**config.mk**
```make
export PLATFORM = sky130hd
export DESIGN_NAME = eye_tracker_top
export DESIGN_NICKNAME = d
export VERILOG_FILES = /design/src/design/eye_tracker_pkg.sv /design/src/design/cl_pixel_input.sv /design/src/design/eye_tracker_top.sv /design/src/design/gravity_accum.sv /design/src/design/result_sender.sv /design/src/design/uart_tx.sv
export VERILOG_INCLUDE_DIRS = /design/src /design/src/design
export SDC_FILE = /design/constraint.sdc
export NUM_CORES = 1
export LEC_CHECK = 0
export BUFFER_PORTS_ARGS = -buffer_cell sky130_fd_sc_hd__buf_4
export CAP_MARGIN = 0
export CORE_ASPECT_RATIO = 0.5
export CORE_MARGIN = 5
export CORE_UTILIZATION = 51
export CTS_CLUSTER_DIAMETER = 30
export CTS_CLUSTER_SIZE = 25
export DETAILED_ROUTE_END_ITERATION = 10
export GPL_ROUTABILITY_DRIVEN = 1
export PLACE_DENSITY = 0.68
export SYNTH_ARGS = -nofsm -noshare
export SYNTH_HDL_FRONTEND = slang
export SYNTH_SLANG_ARGS = --single-unit
```
**constraint.sdc**
```tcl
create_clock -name cclk -period 6.3 [get_ports cclk]
set_clock_uncertainty 0.1 [all_clocks]
set_input_delay 0.315 -clock cclk [delete_from_list [all_inputs] [get_ports cclk]]
set_output_delay 0.315 -clock cclk [all_outputs]
set_load 0.005 [all_outputs]
```
**src/design/eye_tracker_settings.svh**
```systemverilog
// Global widths, message layout and UART bit timing of the eye tracker, included where needed
`ifndef EYE_TRACKER_SETTINGS_SVH
`define EYE_TRACKER_SETTINGS_SVH

// --------------------------------------------------
// Video path
// --------------------------------------------------
`define ET_PIXEL_WIDTH      8       // Bits per pixel
`define ET_COORD_WIDTH      10      // Column or row number

// --------------------------------------------------
// Accumulators
// --------------------------------------------------
`define ET_SUM_S_WIDTH      20      // Dark pixel count
`define ET_SUM_SXY_WIDTH    28      // Column sum and row sum

// --------------------------------------------------
// Result message and UART
// --------------------------------------------------
// cclk cycles per serial bit
`define ET_CLKS_PER_BIT     16

`define ET_MSG_HEADER       8'hA5   // Leading sync byte
`define ET_MSG_BYTES        12      // Header + 3 + 4 + 4

`endif

```
**src/design/eye_tracker_pkg.sv**
```systemverilog
// Shared types of the eye tracker measurement path, imported by the RTL and the testbench
`default_nettype none

`include "eye_tracker_settings.svh"

package eye_tracker_pkg;

    // Data widths
    typedef logic [`ET_PIXEL_WIDTH-1:0]   pixel_t;    // Pixel value or threshold
    typedef logic [`ET_COORD_WIDTH-1:0]   coord_t;    // Column or row
    typedef logic [`ET_SUM_S_WIDTH-1:0]   sum_s_t;
    typedef logic [`ET_SUM_SXY_WIDTH-1:0] sum_sxy_t;
    typedef logic [7:0]                   byte_t;     // One UART character

    // Message sender FSM
    typedef enum logic [1:0] {
        SEND_IDLE,
        SEND_LOAD,          // Wait for a free UART, then start a byte
        SEND_WAIT_BUSY,
        SEND_WAIT_DONE
    } sender_state_t;

    // Serializer FSM
    typedef enum logic [1:0] {
        UART_IDLE,
        UART_START,
        UART_DATA,
        UART_STOP
    } uart_state_t;

endpackage

`default_nettype wire

```
**src/design/cl_pixel_input.sv**
```systemverilog
// Camera Link input stage that registers strobes, counts column and row and flags dark pixels
`timescale 1ns/1ps
`default_nettype none

module cl_pixel_input
    import eye_tracker_pkg::*;
(
    input  logic   cclk,
    input  logic   rst_n,
    input  logic   fval,
    input  logic   lval,
    input  logic   dval,
    input  pixel_t data_l,          // Even column
    input  pixel_t data_r,          // Odd column
    input  pixel_t threshold,
    output logic   frame_start,
    output logic   frame_end,
    output logic   beat_valid,
    output logic   hit_l,
    output logic   hit_r,
    output coord_t col,             // Column of the left pixel
    output coord_t row
);

    logic   fval_q;
    logic   lval_q;
    logic   fval_rise;
    logic   lval_rise;
    logic   lval_fall;
    logic   beat_in;
    coord_t col_cnt;
    coord_t row_cnt;
    coord_t col_now;
    coord_t row_now;

    // --------------------------------------------------
    // Edge detection on the raw strobes
    // --------------------------------------------------
    assign fval_rise = fval & ~fval_q;
    assign lval_rise = lval & ~lval_q;
    assign lval_fall = ~lval & lval_q & fval;   // Only line ends inside the frame
    assign beat_in   = fval & lval & dval;

    // Position of the beat at the pins
    assign col_now = lval_rise ? '0 : col_cnt;
    assign row_now = fval_rise ? '0 : row_cnt;

    always_ff @(posedge cclk) begin
        if (!rst_n) begin
            fval_q      <= 1'b0;
            lval_q      <= 1'b0;
            frame_start <= 1'b0;
            frame_end   <= 1'b0;
            beat_valid  <= 1'b0;
            col_cnt     <= '0;
            row_cnt     <= '0;
        end else begin
            fval_q      <= fval;
            lval_q      <= lval;
            frame_start <= fval_rise;
            frame_end   <= ~fval & fval_q;
            beat_valid  <= beat_in;

            // Two pixels per beat
            if (beat_in) begin
                col_cnt <= col_now + coord_t'(2);
            end else if (lval_rise) begin
                col_cnt <= '0;
            end

            if (fval_rise) begin
                row_cnt <= '0;
            end else if (lval_fall) begin
                row_cnt <= row_cnt + coord_t'(1);
            end
        end
    end

    // --------------------------------------------------
    // Beat payload that beat_valid qualifies downstream
    // --------------------------------------------------
    always_ff @(posedge cclk) begin
        hit_l <= (data_l < threshold);  // Equal is not dark
        hit_r <= (data_r < threshold);
        col   <= col_now;
        row   <= row_now;
    end

endmodule

`default_nettype wire

```
**src/design/eye_tracker_top.sv**
```systemverilog
// Top level of the eye tracker measurement path from camera pins to the UART line
`timescale 1ns/1ps
`default_nettype none

module eye_tracker_top
    import eye_tracker_pkg::*;
(
    input  logic   cclk,
    input  logic   rst_n,
    input  logic   fval,
    input  logic   lval,
    input  logic   dval,
    input  pixel_t data_l,
    input  pixel_t data_r,
    input  pixel_t threshold,
    output logic   uart_txd
);

    // --------------------------------------------------
    // Internal nets
    // --------------------------------------------------
    logic     frame_start;
    logic     frame_end;
    logic     beat_valid;
    logic     hit_l;
    logic     hit_r;
    coord_t   col;
    coord_t   row;
    logic     result_valid;
    sum_s_t   sum_s;
    sum_sxy_t sum_sx;
    sum_sxy_t sum_sy;
    logic     tx_start;
    byte_t    tx_data;
    logic     tx_busy;

    cl_pixel_input u_cl_pixel_input (
        .cclk(cclk), .rst_n(rst_n),
        .fval(fval), .lval(lval), .dval(dval),
        .data_l(data_l), .data_r(data_r), .threshold(threshold),
        .frame_start(frame_start), .frame_end(frame_end), .beat_valid(beat_valid),
        .hit_l(hit_l), .hit_r(hit_r), .col(col), .row(row)
    );

    gravity_accum u_gravity_accum (
        .cclk(cclk), .rst_n(rst_n),
        .frame_start(frame_start), .frame_end(frame_end), .beat_valid(beat_valid),
        .hit_l(hit_l), .hit_r(hit_r), .col(col), .row(row),
        .result_valid(result_valid), .sum_s(sum_s), .sum_sx(sum_sx), .sum_sy(sum_sy)
    );

    // Results arriving mid-message are dropped here
    result_sender u_result_sender (
        .cclk(cclk), .rst_n(rst_n),
        .result_valid(result_valid), .sum_s(sum_s), .sum_sx(sum_sx), .sum_sy(sum_sy),
        .tx_busy(tx_busy), .tx_start(tx_start), .tx_data(tx_data)
    );

    uart_tx u_uart_tx (
        .cclk(cclk), .rst_n(rst_n),
        .tx_start(tx_start), .tx_data(tx_data),
        .tx_busy(tx_busy), .uart_txd(uart_txd)
    );

endmodule

`default_nettype wire

```
**src/design/gravity_accum.sv**
```systemverilog
// Frame accumulator for dark pixel count and coordinate sums, latched and strobed at frame end
`timescale 1ns/1ps
`default_nettype none

module gravity_accum
    import eye_tracker_pkg::*;
(
    input  logic     cclk,
    input  logic     rst_n,
    input  logic     frame_start,
    input  logic     frame_end,
    input  logic     beat_valid,
    input  logic     hit_l,
    input  logic     hit_r,
    input  coord_t   col,
    input  coord_t   row,
    output logic     result_valid,
    output sum_s_t   sum_s,
    output sum_sxy_t sum_sx,
    output sum_sxy_t sum_sy
);

    logic [1:0] inc_s;              // 0, 1 or 2 dark pixels
    sum_sxy_t   inc_sx;
    sum_sxy_t   inc_sy;
    sum_s_t     run_s;
    sum_sxy_t   run_sx;
    sum_sxy_t   run_sy;
    sum_s_t     base_s;
    sum_sxy_t   base_sx;
    sum_sxy_t   base_sy;

    // --------------------------------------------------
    // Per-beat contribution
    // --------------------------------------------------
    assign inc_s  = {1'b0, hit_l} + {1'b0, hit_r};
    assign inc_sx = (hit_l ? sum_sxy_t'(col) : '0)
                  + (hit_r ? sum_sxy_t'(col) + sum_sxy_t'(1) : '0);
    assign inc_sy = (hit_l ? sum_sxy_t'(row) : '0)
                  + (hit_r ? sum_sxy_t'(row) : '0);

    // A beat in the frame start cycle begins a fresh sum
    assign base_s  = frame_start ? '0 : run_s;
    assign base_sx = frame_start ? '0 : run_sx;
    assign base_sy = frame_start ? '0 : run_sy;

    always_ff @(posedge cclk) begin
        if (!rst_n) begin
            run_s        <= '0;
            run_sx       <= '0;
            run_sy       <= '0;
            result_valid <= 1'b0;
        end else begin
            if (beat_valid || frame_start) begin
                run_s  <= base_s + (beat_valid ? sum_s_t'(inc_s) : '0);
                run_sx <= base_sx + (beat_valid ? inc_sx : '0);
                run_sy <= base_sy + (beat_valid ? inc_sy : '0);
            end
            result_valid <= frame_end;
        end
    end

    // Result registers hold until the next frame end
    always_ff @(posedge cclk) begin
        if (frame_end) begin
            sum_s  <= run_s;
            sum_sx <= run_sx;
            sum_sy <= run_sy;
        end
    end

endmodule

`default_nettype wire

```
**src/design/result_sender.sv**
```systemverilog
// Packs a frame result into the 12-byte message and hands it to the UART one byte at a time
`timescale 1ns/1ps
`default_nettype none

`include "eye_tracker_settings.svh"

module result_sender
    import eye_tracker_pkg::*;
(
    input  logic     cclk,
    input  logic     rst_n,
    input  logic     result_valid,
    input  sum_s_t   sum_s,
    input  sum_sxy_t sum_sx,
    input  sum_sxy_t sum_sy,
    input  logic     tx_busy,
    output logic     tx_start,
    output byte_t    tx_data
);

    localparam int MSG_BITS = `ET_MSG_BYTES * 8;

    sender_state_t       state;
    logic [3:0]          byte_cnt;      // Bytes already handed over
    logic [MSG_BITS-1:0] msg_q;
    logic                load_msg;
    logic                byte_taken;
    logic                last_byte;

    assign load_msg   = (state == SEND_IDLE) && result_valid;
    assign byte_taken = (state == SEND_WAIT_BUSY) && tx_busy;
    assign last_byte  = (byte_cnt == 4'(`ET_MSG_BYTES - 1));

    assign tx_data = msg_q[MSG_BITS-1 -: 8];   // MSB first

    // --------------------------------------------------
    // Message shift register
    // --------------------------------------------------
    always_ff @(posedge cclk) begin
        if (load_msg) begin
            msg_q <= {`ET_MSG_HEADER, 4'h0, sum_s, 4'h0, sum_sx, 4'h0, sum_sy};
        end else if (byte_taken) begin
            msg_q <= {msg_q[MSG_BITS-9:0], 8'h00};
        end
    end

    // --------------------------------------------------
    // Byte handshake FSM
    // --------------------------------------------------
    always_ff @(posedge cclk) begin
        if (!rst_n) begin
            state    <= SEND_IDLE;
            byte_cnt <= '0;
            tx_start <= 1'b0;
        end else begin
            tx_start <= 1'b0;
            case (state)
                SEND_IDLE: begin
                    byte_cnt <= '0;
                    if (result_valid) state <= SEND_LOAD;
                end
                SEND_LOAD: begin
                    if (!tx_busy) begin
                        tx_start <= 1'b1;
                        state    <= SEND_WAIT_BUSY;
                    end
                end
                SEND_WAIT_BUSY: begin
                    if (tx_busy) state <= SEND_WAIT_DONE;   // Byte accepted
                end
                SEND_WAIT_DONE: begin
                    if (!tx_busy) begin
                        if (last_byte) begin
                            state <= SEND_IDLE;
                        end else begin
                            byte_cnt <= byte_cnt + 4'd1;
                            state    <= SEND_LOAD;
                        end
                    end
                end
                default: state <= SEND_IDLE;
            endcase
        end
    end

endmodule

`default_nettype wire

```
**src/design/uart_tx.sv**
```systemverilog
// 8N1 UART transmitter timed directly from cclk by a bit-period counter
`timescale 1ns/1ps
`default_nettype none

`include "eye_tracker_settings.svh"

module uart_tx
    import eye_tracker_pkg::*;
(
    input  logic  cclk,
    input  logic  rst_n,
    input  logic  tx_start,
    input  byte_t tx_data,
    output logic  tx_busy,
    output logic  uart_txd
);

    localparam int CNT_W = $clog2(`ET_CLKS_PER_BIT);

    uart_state_t      state;
    logic [CNT_W-1:0] clk_cnt;
    logic [2:0]       bit_idx;
    byte_t            shift_q;
    logic             bit_end;

    assign bit_end = (clk_cnt == CNT_W'(`ET_CLKS_PER_BIT - 1));

    // Data byte, LSB goes out first
    always_ff @(posedge cclk) begin
        if (state == UART_IDLE && tx_start) begin
            shift_q <= tx_data;
        end else if (state == UART_DATA && bit_end) begin
            shift_q <= {1'b0, shift_q[7:1]};
        end
    end

    always_ff @(posedge cclk) begin
        if (!rst_n) begin
            state    <= UART_IDLE;
            clk_cnt  <= '0;
            bit_idx  <= '0;
            tx_busy  <= 1'b0;
            uart_txd <= 1'b1;           // Line idles high
        end else begin
            clk_cnt <= bit_end ? '0 : clk_cnt + CNT_W'(1);
            case (state)
                UART_IDLE: begin
                    clk_cnt <= '0;
                    if (tx_start) begin
                        state    <= UART_START;
                        tx_busy  <= 1'b1;
                        uart_txd <= 1'b0;
                    end
                end
                UART_START: begin
                    if (bit_end) begin
                        state    <= UART_DATA;
                        bit_idx  <= '0;
                        uart_txd <= shift_q[0];
                    end
                end
                UART_DATA: begin
                    if (bit_end) begin
                        bit_idx  <= bit_idx + 3'd1;
                        uart_txd <= (bit_idx == 3'd7) ? 1'b1 : shift_q[1];
                        if (bit_idx == 3'd7) state <= UART_STOP;
                    end
                end
                UART_STOP: begin
                    if (bit_end) begin
                        state   <= UART_IDLE;
                        tx_busy <= 1'b0;
                    end
                end
                default: state <= UART_IDLE;
            endcase
        end
    end

endmodule

`default_nettype wire
```
==> impl_results.md <==
- Ys flop type: dfxtp_1
- Post-route cell area: 17,000 µm²
- Initial DRC count: 726
- Port Buf Inserts: 29
- Critical-path cell list: and2_1 -> ha_1 -> inv_1 -> fa_1 -> nor2b_1 -> o21ai_0 -> a21o_1 -> a31oi_1 -> xnor2_1 -> nor2_1 -> ha_1 -> nand3_1 -> o211a_1 -> o21ai_1 -> a41oi_2 -> or4_1 -> a21oi_1
- GR Overflow Total: 0
- Fmax: 209 MHz
- Slew Viols, Final: 0
- Drt first pass iters: 5
- Placed instance area: 15,600 µm²
- Initial Utilization: between 50 and 60%
- Vias per std cell: 5.68
- Final Hold Viols: 0
- Syn_nets: 1,517
- Worst-margin pin slew: 1.19 ns
- Post-CTS Setup Bufs: 0
- ANT cells: 0
- Crit path kind: reg -> reg
- Die area: 33,300 µm²
- Worst Path Required: 6.65 ns
- Count of cell types in the netlist: 73
- Root buffer cell: clkbuf_16
- First-pass GRT wire length: about 52,000 µm
- Die X: 253 µm
- Crit path max fanout: 22
- Worst-path clk slew: 0.06 ns
- Clock power share: 46.8%
- Avg Cell Area, Syn: 10.7 µm²
- Nets: roughly 1.5k
- Die Ht: 132 µm
- Synth Area in Adders: approximately 7%
- Switch share: 24.6%
- Layout cell share with drive strength beyond 1: 9.38%
- Worst stage delay on the critical path: approximately 0.69 ns
- Synth Register Bits: ~320
- Pin count of the biggest net entering global routing: 85
- Largest family of logic cells by synthesized area: simple AND/OR/NAND/NOR gates
- Post-synthesis mux area share: about 1.2%
- Worst hold path type: in -> reg
- Area growth, synth to finish: 13.0%
- Tmin final: roughly 4.8 ns
- Max clock buf depth: 3
- Outcome: finished, final reports clean
- CORE AREA: 29,100 µm²
- Pint: 3.74 mW
- Hold Startpoint: data_r[6]
- Tot GR Track Use: between 10% and 20%
- Dpl hpwl: 20,500 µm
- WL/cell: 17.1 µm
- Hold path cells: 3
- Reg2reg end: u_gravity_accum.run_sy[22]
- Rows: 44
- Simple-gate share of the synthesized area: 17.4%
- DR vias: roughly 11k
- Clock latency on the worst-skew pair: 0.55 ns
- Cells after Synth: 1,408
- WHS Endpoint: u_cl_pixel_input.hit_r
- Antenna-violating nets left: 0
- Vias in the first global route: 10.4k
- CP Capture Type: flip-flop
- Xor-xnor portion of the synthesized cell area: 3.72%
- Switch Pwr: 1.22 mW
- Compound-Gate Fraction of Synth Area: 14.8%
- Worst reg2reg path startpoint: u_cl_pixel_input.hit_r
- Total negative slack: 0 ns
- RSZ-0062 raised after global routing: false
- Peak supply drop: ~0.19 mV
- RePlAce Congestion: 0.858
- CTS tree: done
- DRC: 0
- Cells on worst reg2reg path: 17
- PwrDens: 292 nW/µm²
- Startpoint Class: flip-flop
- EDFF count, synth: 160
- Relative slew slack: between 20% and 30%
- Crit share post-route: 76.0%
- Register-to-register setup slack: ~1.5 ns
- Critical path arrival: 5.13 ns
- Ports: 30
- Mapped cell area: 15,100 µm²
- Reg power frac: 47.0%
- Most used cell, CP: ha_1
- Clock Sinks: 322
- H-tree depth: 2
- Ys async rst share: 0%
- Antenna violations before repair: 0
- Setup Viol. Count Final: 0
- Synthesis warning total: 0
- Logic pwr share: 6.2%
- Max_cap viols: 0
- Max stage delay cell, worst path: dfxtp_1
- LEAKAGE: about 6.6 nW
- Inserted Clock Buffers: 40
- Detailed Route WL: 31,700 µm
- Post-synthesis sequential area ratio: between 50% and 60%
## state kept, by name (all words and copies together), names as in the netlist, 2 cells and up
signal / cells
u_uart_tx.state: 2
u_uart_tx.bit_idx: 3
u_result_sender.state: 2
u_cl_pixel_input.row: 10
u_gravity_accum.run_sy: 28
u_gravity_accum.sum_sx: 28
u_gravity_accum.run_s: 20
u_uart_tx.clk_cnt: 4
u_cl_pixel_input.row_cnt: 10
u_gravity_accum.sum_sy: 28
u_gravity_accum.run_sx: 28
u_result_sender.byte_cnt: 4
u_result_sender.msg_q: 96
u_uart_tx.shift_q: 8
u_gravity_accum.sum_s: 20
u_cl_pixel_input.col: 10
u_cl_pixel_input.col_cnt: 10
## through the flow
step | setup slack (ns) | hold WS (ns) | utilization (%) | cells | total power [mW]
6_report | 1.51 | 0.0336 | 58.6 | 1851 | 4.97
2_1_floorplan | 2.27 | 0.287 | - | 1408 | 2.58
5_1_grt | 1.15 | 0.0313 | 58.6 | 1851 | 5.16
3_5_place_dp | 1.59 | 0.322 | 53.7 | 1772 | 2.69
3_3_place_gp | 1.77 | 0.317 | 53.7 | 1772 | 2.67
4_1_cts | 1.55 | 0.00470 | 58.6 | 1851 | 5.02
## cells by family after synthesis
kind of cell / after synthesis
buffers and inverters: 107
AO/OA/AOI/OAI: 316
flip-flops: 322
AND/OR/NAND/NOR: 501
other: 1
multiplexers: 17
XOR/XNOR: 64
adder cells (fa/ha/maj): 80
## cell usage in the layout, fill, tap and decap left out, types with 25 or more instances in the layout
cell | Yosys | final
o21ai_0 | 48 | 48
and2_1 | 61 | 60
nand2_1 | 93 | 93
edfxtp_1 | 160 | 160
nor3_1 | 28 | 28
nor2_1 | 117 | 115
and3_1 | 25 | 25
dfxtp_1 | 162 | 161
buf_4 | 0 | 38
a21oi_1 | 72 | 72
nand3_1 | 40 | 40
ha_1 | 75 | 75
clkbuf_16 | 0 | 40
xnor2_1 | 34 | 34
a22o_1 | 85 | 85
xor2_1 | 30 | 30
inv_1 | 41 | 39
nor2b_1 | 43 | 43
## metal layers
layer / global-route usage [%] / up-vias / routed length [µm]
met5: 0 / - / 0
met4: 6.47 / 0 / 809
met3: 3.44 / 64 / 1510
met2: 30.6 / 216 / 14700
met1: 25.7 / 5035 / 14600
li1: - / 5198 / -
## power groups by stage
stage          logic, mW  registers [mW]  clock network (mW)
2_1_floorplan      0.231            2.35                   0
3_3_place_gp       0.288            2.38                   0
3_5_place_dp       0.303            2.38                   0
4_1_cts            0.308            2.34                2.38
5_1_grt            0.345            2.35                2.47
6_report           0.308            2.34                2.32
## worst max-delay path: cells and delay by family (launching register included)
kind	cells	cell delay [ns]
fa+ha+maj	3	0.98
flops	1	0.69
buf+inv	1	0.07
compound gates	7	1.52
xor+xnor	1	0.15
simple gates	5	1.18
## cell usage after synthesis (all sizes together) (8+ instances only)
cell type,instances,area [µm²]
nor2b,43,269
nor3,28,140
nor2,117,439
dfxtp,162,3240
nand4,19,125
nand2,93,349
and3,26,168
o31ai,13,97.6
ha,75,938
nand3,41,218
a21oi,73,369
a21o,17,128
xnor2,34,298
edfxtp,160,4800
buf,12,52.6
or4,12,93.8
o21a,8,60.1
clkbuf,53,199
a22o,85,744
a211oi,14,105
o21ai,53,269
xor2,30,263
mux2i,10,100
or3,13,81.3
nand2b,17,106
and2,61,382
inv,42,158
## repair_timing
action	in CTS	in global routing
hold endpoints to repair	6	0
resized for setup	0	0
hold buffers	5	0
## layout make-up
class                      count  area, µm²
fill                        2379      12000
timing repair buffer          43        335
clock buffer                  45       1020
tap                          391        489
clock inverter                29        349
inverter                      42        158
multi-input combinational    979       6640
sequential                   322       8050
## how the worst max path moves through the flow
stage / from / end / slack, ns / depth (start not counted)
CTS: u_cl_pixel_input.hit_r / u_gravity_accum.run_sy[22] / 1.55 / 17
floorplan: u_cl_pixel_input.col[2] / u_gravity_accum.run_sx[16] / 2.27 / 17
finish: u_cl_pixel_input.hit_r / u_gravity_accum.run_sy[22] / 1.51 / 17
global placement: u_cl_pixel_input.hit_r / u_gravity_accum.run_sy[22] / 1.77 / 17
detailed placement: u_cl_pixel_input.hit_r / u_gravity_accum.run_sy[22] / 1.59 / 17
global route: u_cl_pixel_input.hit_r / u_gravity_accum.run_sy[22] / 1.15 / 17
Power figures use the tool's default switching activity.
